<file path="src/verilog/fifo_pkg.sv">
`default_nettype none

package fifo_pkg;

    // write side is one wide word, read side one narrow slice
    localparam int WR_WIDTH = 64;
    localparam int RD_WIDTH = 16;
    localparam int RD_RATIO = WR_WIDTH / RD_WIDTH;

    // capacity in words and in slices
    localparam int WR_DEPTH = 16;
    localparam int RD_DEPTH = WR_DEPTH * RD_RATIO;

    // address widths
    localparam int WR_AW = $clog2(WR_DEPTH);
    localparam int RD_AW = $clog2(RD_DEPTH);

    // bits of the read pointer that pick the slice inside a word
    localparam int IDX_W = $clog2(RD_RATIO);

    typedef logic [WR_WIDTH-1:0] wr_word_t;
    typedef logic [RD_WIDTH-1:0] rd_word_t;

    // one extra top bit on each pointer tells full from empty
    typedef logic [WR_AW:0] wr_ptr_t;
    typedef logic [RD_AW:0] rd_ptr_t;

    typedef logic [IDX_W-1:0] slice_idx_t;

    // wide enough to hold the full depth
    typedef logic [WR_AW:0] wr_cnt_t;
    typedef logic [RD_AW:0] rd_cnt_t;

endpackage

`default_nettype wire

</file>
<file path="src/verilog/fifo_ram.sv">
`timescale 1ns/10ps
`default_nettype none

module fifo_ram (
    input  logic                       sys_clk,
    input  logic                       we,
    input  logic [fifo_pkg::WR_AW-1:0] waddr,
    input  fifo_pkg::wr_word_t         wdata,
    input  logic                       re,
    input  logic [fifo_pkg::WR_AW-1:0] raddr,
    output fifo_pkg::wr_word_t         rdata
);

    fifo_pkg::wr_word_t mem [0:fifo_pkg::WR_DEPTH-1];

    // write port
    always_ff @(posedge sys_clk) begin
        if (we) begin
            mem[waddr] <= wdata;
        end
    end

    // read port, output register keeps its word between reads
    always_ff @(posedge sys_clk) begin
        if (re) begin
            rdata <= mem[raddr];
        end
    end

endmodule

`default_nettype wire

</file>
<file path="src/verilog/fifo_pointers.sv">
`timescale 1ns/10ps
`default_nettype none

module fifo_pointers (
    input  logic              sys_clk,
    input  logic              rst_n,
    input  logic              wr_en,
    input  logic              rd_en,
    output fifo_pkg::wr_ptr_t wr_ptr,
    output fifo_pkg::rd_ptr_t rd_ptr,
    output logic              ram_we,
    output logic              ram_re,
    output logic              full,
    output logic              empty
);

    // read pointer counted in words, same width as the write pointer
    fifo_pkg::wr_ptr_t rd_word;

    assign rd_word = rd_ptr[fifo_pkg::RD_AW:fifo_pkg::IDX_W];

    // a word stays stored until its last slice has gone
    assign empty = (rd_word == wr_ptr);

    // same address, opposite lap
    assign full = (wr_ptr[fifo_pkg::WR_AW] != rd_word[fifo_pkg::WR_AW]) &&
                  (wr_ptr[fifo_pkg::WR_AW-1:0] == rd_word[fifo_pkg::WR_AW-1:0]);

    // accepted strobes, ignored requests change nothing
    assign ram_we = wr_en & ~full;
    assign ram_re = rd_en & ~empty;

    always_ff @(posedge sys_clk or negedge rst_n) begin
        if (!rst_n) begin
            wr_ptr <= '0;
        end else if (ram_we) begin
            wr_ptr <= wr_ptr + 1'b1;
        end
    end

    // one step per slice, carries into the word part after the last one
    always_ff @(posedge sys_clk or negedge rst_n) begin
        if (!rst_n) begin
            rd_ptr <= '0;
        end else if (ram_re) begin
            rd_ptr <= rd_ptr + 1'b1;
        end
    end

endmodule

`default_nettype wire

</file>
<file path="src/verilog/fifo_occupancy.sv">
`timescale 1ns/10ps
`default_nettype none

module fifo_occupancy (
    input  fifo_pkg::wr_ptr_t wr_ptr,
    input  fifo_pkg::rd_ptr_t rd_ptr,
    output fifo_pkg::wr_cnt_t wr_data_count,
    output fifo_pkg::wr_cnt_t wr_data_space,
    output fifo_pkg::rd_cnt_t rd_data_count,
    output fifo_pkg::rd_cnt_t rd_data_space
);

    fifo_pkg::wr_ptr_t rd_word;
    fifo_pkg::rd_ptr_t wr_slice;

    assign rd_word = rd_ptr[fifo_pkg::RD_AW:fifo_pkg::IDX_W];

    // write pointer scaled to slices, RD_RATIO is a power of two
    assign wr_slice = {wr_ptr, {fifo_pkg::IDX_W{1'b0}}};

    // modular differences, the extra pointer bit covers the full case
    assign wr_data_count = fifo_pkg::wr_cnt_t'(wr_ptr - rd_word);
    assign rd_data_count = fifo_pkg::rd_cnt_t'(wr_slice - rd_ptr);

    // partly read words count as used on the write side
    assign wr_data_space = fifo_pkg::wr_cnt_t'(fifo_pkg::WR_DEPTH) - wr_data_count;
    assign rd_data_space = fifo_pkg::rd_cnt_t'(fifo_pkg::RD_DEPTH) - rd_data_count;

endmodule

`default_nettype wire

</file>
<file path="src/verilog/slice_unpack.sv">
`timescale 1ns/10ps
`default_nettype none

module slice_unpack (
    input  logic                 sys_clk,
    input  logic                 rst_n,
    input  logic                 re,
    input  fifo_pkg::slice_idx_t slice_idx,
    input  fifo_pkg::wr_word_t   word,
    output logic                 valid,
    output fifo_pkg::rd_word_t   dout
);

    // read issued last cycle, its word is on the RAM output now
    logic                 re_q;
    fifo_pkg::slice_idx_t idx_q;
    fifo_pkg::rd_word_t   slice_sel;

    // index 0 is the most significant slice
    assign slice_sel =
        word[(fifo_pkg::RD_RATIO - 1 - int'(idx_q)) * fifo_pkg::RD_WIDTH +: fifo_pkg::RD_WIDTH];

    always_ff @(posedge sys_clk or negedge rst_n) begin
        if (!rst_n) begin
            re_q  <= 1'b0;
            idx_q <= '0;
        end else begin
            re_q <= re;
            if (re) begin
                idx_q <= slice_idx;
            end
        end
    end

    // one valid pulse per accepted read, dout holds otherwise
    always_ff @(posedge sys_clk or negedge rst_n) begin
        if (!rst_n) begin
            valid <= 1'b0;
            dout  <= '0;
        end else begin
            valid <= re_q;
            if (re_q) begin
                dout <= slice_sel;
            end
        end
    end

endmodule

`default_nettype wire

</file>
<file path="src/verilog/fifo_wide_narrow.sv">
`timescale 1ns/10ps
`default_nettype none

module fifo_wide_narrow (
    input  logic               sys_clk,
    input  logic               sys_rst,
    input  logic               wr_en,
    input  fifo_pkg::wr_word_t din,
    input  logic               rd_en,
    output logic               valid,
    output fifo_pkg::rd_word_t dout,
    output logic               full,
    output logic               empty,
    output fifo_pkg::wr_cnt_t  wr_data_count,
    output fifo_pkg::wr_cnt_t  wr_data_space,
    output fifo_pkg::rd_cnt_t  rd_data_count,
    output fifo_pkg::rd_cnt_t  rd_data_space
);

    logic               rst_meta;
    logic               rst_n;

    fifo_pkg::wr_ptr_t  wr_ptr;
    fifo_pkg::rd_ptr_t  rd_ptr;
    logic               ram_we;
    logic               ram_re;
    fifo_pkg::wr_word_t ram_rdata;

    // reset goes low at once, comes back two edges after sys_rst rises
    always_ff @(posedge sys_clk or negedge sys_rst) begin
        if (!sys_rst) begin
            rst_meta <= 1'b0;
            rst_n    <= 1'b0;
        end else begin
            rst_meta <= 1'b1;
            rst_n    <= rst_meta;
        end
    end

    fifo_pointers u_pointers (
        .sys_clk (sys_clk),
        .rst_n   (rst_n),
        .wr_en   (wr_en),
        .rd_en   (rd_en),
        .wr_ptr  (wr_ptr),
        .rd_ptr  (rd_ptr),
        .ram_we  (ram_we),
        .ram_re  (ram_re),
        .full    (full),
        .empty   (empty)
    );

    fifo_occupancy u_occupancy (
        .wr_ptr        (wr_ptr),
        .rd_ptr        (rd_ptr),
        .wr_data_count (wr_data_count),
        .wr_data_space (wr_data_space),
        .rd_data_count (rd_data_count),
        .rd_data_space (rd_data_space)
    );

    // word address drops the wrap bit, read address also drops the slice index
    fifo_ram u_ram (
        .sys_clk (sys_clk),
        .we      (ram_we),
        .waddr   (wr_ptr[fifo_pkg::WR_AW-1:0]),
        .wdata   (din),
        .re      (ram_re),
        .raddr   (rd_ptr[fifo_pkg::RD_AW-1:fifo_pkg::IDX_W]),
        .rdata   (ram_rdata)
    );

    slice_unpack u_unpack (
        .sys_clk   (sys_clk),
        .rst_n     (rst_n),
        .re        (ram_re),
        .slice_idx (rd_ptr[fifo_pkg::IDX_W-1:0]),
        .word      (ram_rdata),
        .valid     (valid),
        .dout      (dout)
    );

endmodule

`default_nettype wire

</file>
<file path="config.mk">
export PLATFORM = sky130hd
export DESIGN_NAME = fifo_wide_narrow
export DESIGN_NICKNAME = d
export VERILOG_FILES = /design/src/verilog/fifo_pkg.sv /design/src/verilog/fifo_ram.sv /design/src/verilog/fifo_pointers.sv /design/src/verilog/fifo_occupancy.sv /design/src/verilog/slice_unpack.sv /design/src/verilog/fifo_wide_narrow.sv
export SDC_FILE = /design/constraint.sdc
export NUM_CORES = 1
export LEC_CHECK = 0
export ABC_CLOCK_PERIOD_IN_PS = 2800
export CELL_PAD_IN_SITES_DETAIL_PLACEMENT = 1
export CELL_PAD_IN_SITES_GLOBAL_PLACEMENT = 2
export CORE_MARGIN = 2
export CORE_UTILIZATION = 46
export DETAILED_ROUTE_END_ITERATION = 10
export DONT_BUFFER_PORTS = 1
export PLACE_DENSITY = 0.78
export SLEW_MARGIN = 20
export SYNTH_ARGS = -nofsm -noshare
export SYNTH_HDL_FRONTEND = slang
export SYNTH_SLANG_ARGS = --single-unit
</file>
<file path="constraint.sdc">
create_clock -name sys_clk -period 2.8 [get_ports sys_clk]
set_input_delay 0.56 -clock sys_clk [delete_from_list [all_inputs] [get_ports sys_clk]]
set_output_delay 0.56 -clock sys_clk [all_outputs]
set_load 0.01 [all_outputs]
</file>
; Word level (Yosys, flattened, before mapping)
; Memories as Yosys holds them, arrays and structs flattened. A register that Yosys moved wholly into a read port is not among the register bits.
; Index checks and enable logic that the tools add are counted.
[totals]
ff_bits = 34
ramBits = 1024
inputBits = 68
output_inout_bits = 43
elab_cells = 27
mem_count = 1
[mem_list]
columns = name, depth, width, rd, rd_clocked_by_memory_dff, write_ports, line_no
row1 = u_ram.mem, 16, 64, 1, 1, 1, fifo_ram.sv:14  ; fifo_pkg::wr_word_t mem [0:fifo_pkg::WR_DEPTH-1];
[op_classes]
addsub = 7
n_eq_ne = 3
shift = 1
muxes = 2
n_bitwise = 4
n_reduce_logical = 1
[ops]
columns = cell, count
row1 = 64-bit by 32-bit variable part select with 16-bit output, 1
row2 = 7-bit by 1-bit adder with 7-bit output (second input constant), 1
row3 = 7-bit subtractor, 1
row4 = 7-bit subtractor (first input constant), 1
row5 = 5-bit by 1-bit adder with 5-bit output (second input constant), 1
row6 = 5-bit == test, 1
row7 = 5-bit subtractor, 1
row8 = 5-bit subtractor (first input constant), 1
row9 = 4-bit == test, 1
row10 = 2-bit by 2-bit subtractor with 3-bit output (first input constant), 1
row11 = 1-bit AND, 2
row12 = 1-bit 2-to-1 mux, 2
row13 = 1-bit NOT, 2
row14 = 1-bit logical AND, 1
row15 = 1-bit inequality test, 1

; Longest topological paths before layout
; Gate-level depths: netlist of the first run.
[depth]
depth_word = 6
mapped_depth = 12
depth_no_buf = 10

; Cells and area by module
; A second synthesis of the first run with hierarchy kept.
[hier_totals]
hier_cells = 1871
area_unflattened_um2 = 42738.5
[by_module_without_submodules]
columns = mod, n_inst, cells_each, area_per_inst_um2, seq_area_each_um2
row1 = fifo_ram, 1, 1647, 40222.3, 32671.3
row2 = slice_unpack, 1, 96, 1282.5, 500.5
row3 = fifo_pointers, 1, 58, 686.9, 300.3
row4 = fifo_occupancy, 1, 67, 493.0, 0.0
row5 = fifo_wide_narrow, 1, 3, 53.8, 50.0

; Worst setup path before layout of the first run
; OpenSTA, ideal clock, no wires.
[synth_path]
path_kind = register -> register
from = register u_pointers.rd_ptr[4]
to = memory u_ram.mem[0][0] (netlist name) (enable)
setup_time_ps = 644
arrival_time_ps = 7849
required_time_ps = 2156
slack_ps = -5694
stages_incl_launch_ff = 11
n_path_buf = 5
period_less_slack_ps = 8494
path_cell_list = dfrtp_1 -> buf_2 -> buf_2 -> buf_4 -> inv_1 -> buf_2 -> ha_1 -> buf_2 -> nand4_1 -> o21ai_1 -> nor4_1
[synth_via]
elab_chain_len = 6
[synth_rtl]
columns = element, line_no
row1 = start: declaration, fifo_pointers.sv:10  ; output fifo_pkg::rd_ptr_t rd_ptr,
row2 = start signal: assignment, fifo_pointers.sv:46  ; rd_ptr <= rd_ptr + 1'b1;
row3 = 4-bit == test, fifo_pointers.sv:27  ; (wr_ptr[fifo_pkg::WR_AW-1:0] == rd_word[fifo_pkg::WR_AW-1:0]);
row4 = 1-bit logical AND, fifo_pointers.sv:26  ; assign full = (wr_ptr[fifo_pkg::WR_AW] != rd_word[fifo_pkg::WR_AW]) &&
row5 = 1-bit NOT, fifo_pointers.sv:30  ; assign ram_we = wr_en & ~full;
row6 = 1-bit AND, fifo_pointers.sv:30
row7 = 1-bit 2-to-1 mux, fifo_ram.sv:18  ; if (we) begin
row8 = 1-bit 2-to-1 mux (implied by the code), fifo_ram.sv:19  ; mem[waddr] <= wdata;
row9 = end: declaration, fifo_ram.sv:14
; Every way passes these cells.

; Final worst setup path of the first run
[layout_path]
from = register u_pointers.wr_ptr[0]
to = output port rd_data_space[6]
[layout_via]
elab_chain_len = 2
[layout_rtl]
columns = element, line_no
row1 = start: declaration, fifo_pointers.sv:9  ; output fifo_pkg::wr_ptr_t wr_ptr,
row2 = start signal: assignment, fifo_pointers.sv:37  ; wr_ptr <= wr_ptr + 1'b1;
row3 = 7-bit subtractor, fifo_occupancy.sv:23  ; assign rd_data_count = fifo_pkg::rd_cnt_t'(wr_slice - rd_ptr);
row4 = 7-bit subtractor, fifo_occupancy.sv:27  ; assign rd_data_space = fifo_pkg::rd_cnt_t'(fifo_pkg::RD_DEPTH) - rd_data_count;
row5 = end: declaration, fifo_wide_narrow.sv:17  ; output fifo_pkg::rd_cnt_t rd_data_space
; Every way passes these cells.

==> metrics.yaml, run 1 <==
run_status:
  status: "complete, but fails checks"
  violations: "setup timing"
final_layout:
  layout_commonest_cell: "edfxtp_1"
  layout-drive-gt1-share: 0.263
  final_util: 0.540
  mostFrequentLayoutCells: "edfxtp_1, nand2_1, mux4_2"
  num-nets-final: 2312
  syn_to_final_growth_pct: 16.3
worst_setup_path:
  r2r_cells: 7
  r2r_end: "u_ram.rdata[17]$_DFFE_PP_"
  r2r_setup_slack_ps: 120
  end_kind: "output port"
  worst-setup-path-type: "reg -> out"
  cp_common_cell: "buf_6"
  arrival_ps: 2720
  crit_path_top_delay_cell: "dfrtp_1"
  worst_setup_path_start_kind: "flop"
  crit_path_max_fanout: 5
  path_cells: "buf_6 -> ha_4 -> nor3b_4 -> buf_6 -> o2bb2ai_4 -> xnor2_4 -> nor4_4 -> xor2_2"
  crit_path_max_incr_delay_ps: 400
  crit_required_ps: 2240
  critPathLaunch: "u_pointers.wr_ptr[0]$_DFFE_PN0P_"
  crit_path_end: "rd_data_space[6]"
  worstReg2RegStart: "u_pointers.wr_ptr[0]$_DFFE_PN0P_"
place:
  gp_congestion: 0.788
  pre_cts_ws_ps: 106
  dp_hpwl_um: 59500
  io_buffers: 0
drt:
  postRouteAntennaNets: 0
  drt_wl_total_um: 104000
  vias: 20931
  drtIter0Drc: 2233
  drc_errors: 0
  avgViaCountPerCell: 5.85
  avgRoutedWirePerCell_um: 29.2
  drt_pass1_iterations: 7
pwr:
  p_per_area_nw_per_um2: 1080
  p_comb_frac: 0.329
  p_seq_frac: 0.407
  p_int_uw: 37100
  fin_total_pwr_uw: 54200
  p_sw_frac: 0.315
  p_leak_uw: 0.0163
  clockPowerShare: 0.264
  peakVddDrop_uv: 890
  p_sw_uw: 17100
die:
  start_util: 0.464
  io-pin-count: 111
  coreArea_um2: 93200
  die_w_um: 311
  die_h_um: 311
  die_area_um2: 96400
  fp-row-count: 112
cts:
  clock_path_buffers: 3
  cts_buffers: 112
  cts.sinks: 1122
  root_buffer: "clkbuf_16"
  clock_latency_ps: 700
  htree_num_levels: 3
  tritoncts: "done"
  clk_pin_slew_ps: 60
synthesis:
  yosysUniqueCellTypes: 38
  avgSynthCellArea_um2: 21.2
  synth_flop_cell: "edfxtp_1"
  async_flop_share: 0.0303
  synthCells: 2038
  yosys_register_bits: 1122
  synth-edff-count: 1088
  ys_warn_count: 0
  syn_area_um2: 43200
  synth-seq-area-share: 0.776
  synthesis.nets: 2119
timing:
  hold_viol_final: 0
  clock_skew_ps: 20.4
  final-setup-viol-count: 14
  slew_viol_final: 0
  period_needed_ps: 3280
  tightest_slew_ps: 1100
  post-route-period-util: 1.17
  worst_slack_ps: -475
  rsz0062_at_grt: "true"
  slew-limit-headroom: 0.269
  fmax_mhz: 305
global_route:
  grtUsageTotal: 0.218
  grt_max_degree: 100
  grt_pass1_vias: 22700
  grt_pass1_wl_um: 155000
  antenna_found_initial: 11
  grt-ovfl-total: 0
hold_path:
  hold_class: "in -> reg"
run:
  max_cap_viol_count: 0
==> power groups by stage <==
| stage | clock network (µW) | logic (µW) | registers, µW |
|---|---|---|---|
| after floorplan | 0 | 11000 | 21800 |
| after global placement | 0 | 16100 | 22200 |
| after detailed placement | 0 | 16400 | 22300 |
| after CTS | 14600 | 17500 | 22000 |
| after global routing | 15200 | 19000 | 22200 |
| final | 14300 | 17800 | 22000 |
==> cell type report <==
cell class              count  area, µm²
fillers                  8025      42900
flip-flops and latches   1122      33500
multi-input cells         781       9370
clock buffers             141       2940
repair buffers            193       2220
well taps                1254       1570
clock inverters            64        543
inverters                  21       91.3
diodes                      1       2.50
==> routing by layer <==
layer  wire length [µm]  track usage
met1              42600        0.293
met3               6170       0.0437
met4               3050       0.0683
met2              52400        0.362
met5                 75            0
==> state kept, by name, indices dropped and copies added, names as in the netlist <==
name,cells
rst_meta,1
rst_n,1
u_pointers.rd_ptr,7
u_pointers.wr_ptr,5
u_ram.mem,1024
u_ram.rdata,64
u_unpack.dout,16
u_unpack.idx_q,2
u_unpack.re_q,1
u_unpack.valid,1
==> per-stage QoR <==
step | cells | setup TNS [ps] | hold WS (ps) | cell area (µm²)
floorplan | 2038 | -663130 | 264 | 43400
global placement | 3289 | 0 | 264 | 45700
detailed placement | 3289 | 0 | 264 | 45700
CTS | 3566 | -3060 | 45.0 | 50100
global route | 3576 | -4350 | 60.3 | 50300
finish | 3577 | -3050 | 88.0 | 50300
==> cells in the mapped netlist, drive strengths merged, types with 2 or more instances <==
| cell | n | share of area |
|---|---|---|
| xor2 | 5 | 0.0010 |
| a31oi | 64 | 0.0093 |
| a21oi | 2 | 0.00023 |
| nand4 | 6 | 0.00087 |
| o21ai | 9 | 0.0010 |
| nor2 | 15 | 0.0013 |
| dfrtp | 34 | 0.020 |
| buf | 64 | 0.012 |
| and2 | 4 | 0.00058 |
| mux4 | 272 | 0.14 |
| xnor2 | 22 | 0.0045 |
| nor3 | 3 | 0.00035 |
| nor3b | 4 | 0.00069 |
| ha | 12 | 0.0035 |
| mux2 | 16 | 0.0042 |
| nor2b | 2 | 0.00029 |
| edfxtp | 1088 | 0.76 |
| inv | 21 | 0.0018 |
| clkbuf | 50 | 0.0043 |
| and3 | 64 | 0.0093 |
| nor4 | 5 | 0.00087 |
| nand2 | 267 | 0.023 |
==> repair_timing <==
action	in CTS	in global routing
endpoints found under the hold margin	1026	0
hold buffers	65	0
gates resized for setup	43	16
setup buffers	7	10
endpoints found under the setup margin	17	16
pin swaps	10	13
==> kinds of logic after synthesis <==
| logic type | count (synthesis) | synth area share |
|---|---|---|
| DFF | 1122 | 0.776 |
| and+or+nand+nor | 373 | 0.0378 |
| muxes | 288 | 0.148 |
| buffers and inverters | 135 | 0.0180 |
| AOI/OAI and AO/OA | 79 | 0.0113 |
| xor gates and xnor gates | 27 | 0.00547 |
| adders and majority gates | 13 | 0.00394 |
| other | 1 | 0.0000868 |
==> worst min path at each step <==
| stage | depth (start not counted) | start | to |
|---|---|---|---|
| after floorplan | 0 | sys_rst | rst_meta$_DFF_PN0_ |
| after global placement | 0 | sys_rst | rst_n$_DFF_PN0_ |
| after detailed placement | 0 | sys_rst | rst_n$_DFF_PN0_ |
| after CTS | 2 | wr_en | u_pointers.wr_ptr[0]$_DFFE_PN0P_ |
| after global routing | 2 | wr_en | u_pointers.wr_ptr[0]$_DFFE_PN0P_ |
| final | 2 | wr_en | u_pointers.wr_ptr[0]$_DFFE_PN0P_ |
==> worst max-delay path, delay by kind of cell (launching register included) <==
kind,cells,cell delay [ps]
simple gates,2,570
fa+ha+maj,1,300
flops,1,400
compound gates,1,70
buf+inv,2,270
xor+xnor,2,410
(Power assumes the default switching activity.)
==> run 2, diff against run 1 <==
--- a/config.mk
+++ b/config.mk
@@ -13,6 +13,7 @@
 export DETAILED_ROUTE_END_ITERATION = 10
 export DONT_BUFFER_PORTS = 1
 export PLACE_DENSITY = 0.78
+export SETUP_SLACK_MARGIN = 0.05
 export SLEW_MARGIN = 20
 export SYNTH_ARGS = -nofsm -noshare
 export SYNTH_HDL_FRONTEND = slang
==> metrics.yaml, run 2 (synthesis results as in run 1) <==
pwr:
  p_seq_frac: 0.406  # was 0.407
  p_per_area_nw_per_um2: 1080  # about the same
  p_int_uw: 37200  # was 37100 µW
  p_sw_uw: 17400  # was 17100 µW
  p_leak_uw: 0.0164  # was 0.0163 µW
  p_comb_frac: 0.324  # was 0.329
  peakVddDrop_uv: 782  # was 890 µV
  p_sw_frac: 0.319  # was 0.315
  clockPowerShare: 0.270  # was 0.264
timing:
  slew_viol_final: 0  # unchanged
  fin_hold_ws_ps: 107  # was 88.0 ps
  tightest_slew_ps: 1040  # was 1100 ps
  rsz0062_at_grt: "true"  # unchanged
  fin_tns_setup_ps: -3330  # was -3050 ps
  hold_viol_final: 0  # unchanged
  post-route-period-util: 1.16  # was 1.17
  worst_slack_ps: -437  # was -475 ps
  fmax_mhz: 309  # was 305 MHz
  clock_skew_ps: 48.5  # was 20.4 ps
  slew-limit-headroom: 0.307  # was 0.269
  period_needed_ps: 3240  # was 3280 ps
  final-setup-viol-count: 14  # unchanged
final_layout:
  largestRegisters: "u_ram.mem x1024, u_ram.rdata x64, u_unpack.dout x16"  # unchanged
  layout_commonest_cell: "edfxtp_1"  # unchanged
  syn_to_final_growth_pct: 17.1  # was 16.3%
  largest_reg_flops: 1024  # unchanged
  layout-drive-gt1-share: 0.272  # was 0.263
  num-fill-cells: 8015  # was 8025
  seqCellArea_um2: 33500  # unchanged
  mostFrequentLayoutCells: "edfxtp_1, nand2_1, mux4_2"  # unchanged
  regMostFlops: "u_ram.mem"  # unchanged
  fin_area_um2: 50600  # was 50300 µm²
  fin_cells: 3600  # was 3577
  num-nets-final: 2327  # was 2312
  multi_input_area_um2: 9370  # about the same
die:
  start_util: 0.464  # unchanged
  die_w_um: 311  # unchanged
  fp-row-count: 112  # unchanged
  io-pin-count: 111  # unchanged
  die_h_um: 311  # unchanged
  die_area_um2: 96400  # unchanged
  coreArea_um2: 93200  # unchanged
worst_setup_path:
  crit_path_max_fanout: 5  # unchanged
  crit_family: "simple AND/OR/NAND/NOR gates"  # unchanged
  crit_required_ps: 2240  # about the same
  crit_path_top_delay_cell: "dfrtp_1"  # unchanged
  worst_setup_path_start_kind: "flop"  # unchanged
  path_cells: "buf_4 -> ha_4 -> a211oi_2 -> or2_4 -> xnor2_4 -> nor3b_2 -> xnor2_1 -> buf_4"  # was buf_6 -> ha_4 -> nor3b_4 -> buf_6 -> o2bb2ai_4 -> xnor2_4 -> nor4_4 -> xor2_2
  worst-setup-path-type: "reg -> out"  # unchanged
  crit_path_max_incr_delay_ps: 400  # about the same
  end_kind: "output port"  # unchanged
  crit_buf_inv: 2  # unchanged
  worstReg2RegStart: "u_pointers.wr_ptr[0]$_DFFE_PN0P_"  # unchanged
  cp_common_cell: "buf_4"  # was buf_6
  critPathLaunch: "u_pointers.wr_ptr[0]$_DFFE_PN0P_"  # unchanged
  arrival_ps: 2680  # was 2720 ps
drt:
  vias: 21456  # was 20931
  avgRoutedWirePerCell_um: 31.2  # was 29.2 µm
  drc_errors: 0  # unchanged
  avgViaCountPerCell: 5.96  # was 5.85
  postRouteAntennaNets: 0  # unchanged
  drt_wl_total_um: 112000  # was 104000 µm
  drt_pass1_iterations: 8  # was 7
  drtIter0Drc: 2299  # was 2233
cts:
  clock_latency_ps: 710  # was 700 ps
  clock_path_buffers: 3  # unchanged
  cts_buffers: 114  # was 112
  htree_num_levels: 3  # unchanged
  tritoncts: "done"  # unchanged
  clk_pin_slew_ps: 60  # about the same
  root_buffer: "clkbuf_16"  # unchanged
  cts.sinks: 1122  # unchanged
global_route:
  grt_pass1_wl_um: 163000  # was 155000 µm
  grt_max_degree: 86  # was 100
  grt_pass1_vias: 23232  # was 22700
  antenna_found_initial: 18  # was 11
  grt-ovfl-total: 0  # unchanged
  grtUsageTotal: 0.232  # was 0.218
hold_path:
  hold_start: "wr_en"  # unchanged
  hold_class: "in -> reg"  # unchanged
run_status:
  violations: "setup timing"  # unchanged
  status: "complete, but fails checks"  # unchanged
place:
  dp_hpwl_um: 62500  # was 59500 µm
  gp_congestion: 0.815  # was 0.788
  place_area_um2: 45800  # was 45700 µm²
  numPlacedInstances: 3299  # was 3289
  io_buffers: 0  # unchanged
run:
  max_cap_viol_count: 0  # unchanged
run 2: cell types whose count changed in the layout (fill, tap and decap cells not counted), moves of 3 or more:
cell | previous run | this run
nor2_1 | 6 | 2
clkinv_2 | 18 | 24
diode_2 | 1 | 5
buf_4 | 76 | 81
nor2_2 | 2 | 5
clkbuf_1 | 27 | 20
buf_12 | 47 | 50
clkbuf_16 | 113 | 119
run 2: layout make-up:
type | instances | area share
multi-input combinational | 781 | 0.185
timing repair buffer | 206 | 0.0480
clock inverter | 73 | 0.0124
antenna | 5 | 0.000247
tap | 1254 | 0.0310
sequential | 1122 | 0.662
clock buffer | 138 | 0.0594
inverter | 21 | 0.00178
run 2: power groups by stage:
stage / Combinational [µW] / Sequential [µW] / Clock, µW
floorplan: 11000 / 21800 / 0
global placement: 15700 / 22300 / 0
detailed placement: 16100 / 22500 / 0
CTS: 17300 / 22200 / 15000
global route: 18900 / 22300 / 15600
finish: 17700 / 22200 / 14800
run 2: final timing paths:
path	to	slack, ps	depth (start not counted)
worst min register to register	u_unpack.re_q$_DFF_PN0_	280	1
worst max register to register	u_ram.mem[4][30]$_DFFE_PP_	70	10
worst min-delay path	u_pointers.wr_ptr[0]$_DFFE_PN0P_	110	2
max in group asynchronous	u_pointers.rd_ptr[3]$_DFFE_PN0P_	2130	1
worst max-delay path	rd_data_space[5]	-440	8
min in group asynchronous	rst_n$_DFF_PN0_	120	1
run 2: what timing repair did:
item / 4_1_cts / 5_1_grt
hold endpoints to repair: 1026 / 0
cloned: 0 / 3
buffers inserted: 7 / 10
endpoints found under the setup margin: 16 / 191
resized for setup: 43 / 18
hold buffers: 65 / 0
pin swaps: 15 / 14
run 2: layer usage:
| metal | up-vias | wire length [µm] | GRT usage |
|---|---|---|---|
| met1 | 11541 | 44200 | 0.307 |
| met3 | 234 | 8440 | 0.0493 |
| met2 | 912 | 55800 | 0.379 |
| li1 | 8749 | - | - |
| met5 | - | 218 | 0.00741 |
| met4 | 20 | 3570 | 0.0865 |
run 2: metrics by stage:
step | total power [µW] | setup WS (ps) | util
after detailed placement | 38500 | 93.5 | 0.492
after global routing | 56800 | -526 | 0.543
after floorplan | 32800 | -1360 | -
after global placement | 38100 | 72.9 | 0.492
after CTS | 54400 | -431 | 0.541
final | 54700 | -437 | 0.543
==> run 3, diff against run 2 <==
--- a/config.mk
+++ b/config.mk
@@ -13,7 +13,7 @@
 export DETAILED_ROUTE_END_ITERATION = 10
 export DONT_BUFFER_PORTS = 1
 export PLACE_DENSITY = 0.78
-export SETUP_SLACK_MARGIN = 0.05
+export SETUP_SLACK_MARGIN = 0.5
 export SLEW_MARGIN = 20
 export SYNTH_ARGS = -nofsm -noshare
 export SYNTH_HDL_FRONTEND = slang
==> metrics.yaml, run 3 (synthesis results as in run 1) <==
drt:
  drt_wl_total_um: 136000  # was 112000 µm
  drt_pass1_iterations: 5  # was 8
  avgViaCountPerCell: 6.24  # was 5.96
  avgRoutedWirePerCell_um: 36.3  # was 31.2 µm
  drc_errors: 0  # unchanged
  drtIter0Drc: 3331  # was 2299
  vias: 23431  # was 21456
  postRouteAntennaNets: 0  # unchanged
die:
  die_area_um2: 96400  # unchanged
  io-pin-count: 111  # unchanged
  die_h_um: 311  # unchanged
  start_util: 0.464  # unchanged
  coreArea_um2: 93200  # unchanged
  die_w_um: 311  # unchanged
  fp-row-count: 112  # unchanged
place:
  dp_hpwl_um: 62500  # unchanged
  pre_cts_ws_ps: 93.5  # unchanged
  gp_congestion: 0.815  # unchanged
  numPlacedInstances: 3299  # unchanged
  io_buffers: 0  # unchanged
final_layout:
  num-fill-cells: 7790  # was 8015
  largest_reg_flops: 1024  # unchanged
  syn_to_final_growth_pct: 24.4  # was 17.1%
  mostFrequentLayoutCells: "edfxtp_1, nand2_1, mux4_2"  # unchanged
  fin_cells: 3752  # was 3600
  layout-drive-gt1-share: 0.319  # was 0.272
  largestRegisters: "u_ram.mem x1024, u_ram.rdata x64, u_unpack.dout x16"  # unchanged
  num-nets-final: 2479  # was 2327
  regMostFlops: "u_ram.mem"  # unchanged
  layout_commonest_cell: "edfxtp_1"  # unchanged
  final_util: 0.577  # was 0.543
pwr:
  p_per_area_nw_per_um2: 1080  # about the same
  p_leak_uw: 0.0178  # was 0.0164 µW
  peakVddDrop_uv: 740  # was 782 µV
cts:
  clk_pin_slew_ps: 60  # about the same
  cts.sinks: 1122  # unchanged
  htree_num_levels: 3  # unchanged
  clock_path_buffers: 3  # unchanged
  root_buffer: "clkbuf_16"  # unchanged
  tritoncts: "done"  # unchanged
  clock_latency_ps: 720  # was 710 ps
  cts_buffers: 114  # unchanged
timing:
  final-setup-viol-count: 476  # was 14
  period_needed_ps: 3260  # was 3240 ps
  fmax_mhz: 307  # was 309 MHz
  rsz0062_at_grt: "true"  # unchanged
  slew_viol_final: 0  # unchanged
  worst_slack_ps: -458  # was -437 ps
  post-route-period-util: 1.16  # about the same
  slew-limit-headroom: 0.264  # was 0.307
  fin_tns_setup_ps: -34960  # was -3330 ps
  clock_skew_ps: 57.8  # was 48.5 ps
  hold_viol_final: 0  # unchanged
  tightest_slew_ps: 1100  # was 1040 ps
worst_setup_path:
  critPathLaunch: "u_pointers.rd_ptr[2]$_DFFE_PN0P_"  # was u_pointers.wr_ptr[0]$_DFFE_PN0P_
  crit_required_ps: 2240  # about the same
  worst_setup_path_start_kind: "flop"  # unchanged
  worst-setup-path-type: "reg -> out"  # unchanged
  worstReg2RegStart: "u_pointers.wr_ptr[0]$_DFFE_PN0P_"  # unchanged
  crit_path_max_fanout: 4  # was 5
  end_kind: "output port"  # unchanged
  arrival_ps: 2700  # was 2680 ps
global_route:
  antenna_found_initial: 13  # was 18
  grt-ovfl-total: 0  # unchanged
  grt_pass1_vias: 23443  # was 23232
  grt_max_degree: 86  # unchanged
  grtUsageTotal: 0.239  # was 0.232
  grt_pass1_wl_um: 167000  # was 163000 µm
run_status:
  status: "complete, but fails checks"  # unchanged
  violations: "setup timing"  # unchanged
hold_path:
  hold_class: "in -> async"  # was in -> reg
run:
  max_cap_viol_count: 0  # unchanged
run 3: cell types whose count changed in the layout (fill, tap and decap cells not counted), sizes merged:
cell and delta:
clkinv -1, clkbuf +41, inv +1, buf +110
bufbuf +1
run 3: power by group:
part	switching, µW	total [µW]	internal, µW
clock	6700	15100	8390
combinational	11300	20600	9320
sequential	1270	22300	21000
total	19200	58000	38700
run 3: worst paths after layout:
check                                                    to  slack (ps)  cells past startpoint
setup reg to reg                 u_ram.mem[5][47]$_DFFE_PP_        -180                     14
min in group sys_clk       u_pointers.rd_ptr[0]$_DFFE_PN0P_         270                      3
max in group asynchronous  u_pointers.rd_ptr[3]$_DFFE_PN0P_        2090                      1
hold / removal                           rst_meta$_DFF_PN0_         140                      1
hold reg to reg                     u_unpack.re_q$_DFF_PN0_         320                      1
setup / recovery                           rd_data_space[5]        -460                      8
run 3: final cells by class:
cell class | instances | area, µm² | area share
Sequential cell | 1122 | 33500 | 0.624
Inverter | 21 | 92.6 | 0.00172
Clock buffer | 138 | 3010 | 0.0559
Antenna cell | 5 | 12.5 | 0.000233
Clock inverter | 73 | 626 | 0.0116
Tap cell | 1254 | 1570 | 0.0292
Multi-Input combinational cell | 781 | 9440 | 0.176
Timing Repair Buffer | 358 | 5460 | 0.102
run 3: critical path: stages, from the launching register on:
cell and delay, ps:
dfrtp_4 510, inv_4 90, ha_4 230, buf_6 140, xor2_4 190, nor3_4 260
nor3b_2 300, xnor2_2 150, buf_4 150
run 3: what timing repair did:
action / CTS / global route
endpoints found under the hold margin: 1026 / 0
pin swaps: 22 / 15
hold buffers: 65 / 0
gates cloned: 10 / 62
resized for setup: 95 / 111
setup endpoints to repair: 1100 / 1177
setup buffers: 20 / 80
run 3: metrics by stage:
step | power, µW | instance area [µm²] | hold WS (ps)
after floorplan | 32800 | 43400 | 264
after global placement | 38100 | 45800 | 265
after detailed placement | 38500 | 45800 | 265
after CTS | 55000 | 51100 | 92.0
after global routing | 59700 | 53700 | 135
final | 58000 | 53800 | 139
run 3: metal layers:
layer	global-route usage	routed length, µm
met1	0.322	50200
met2	0.398	65700
met3	0.0408	12600
met4	0.0781	7500
met5	0	69
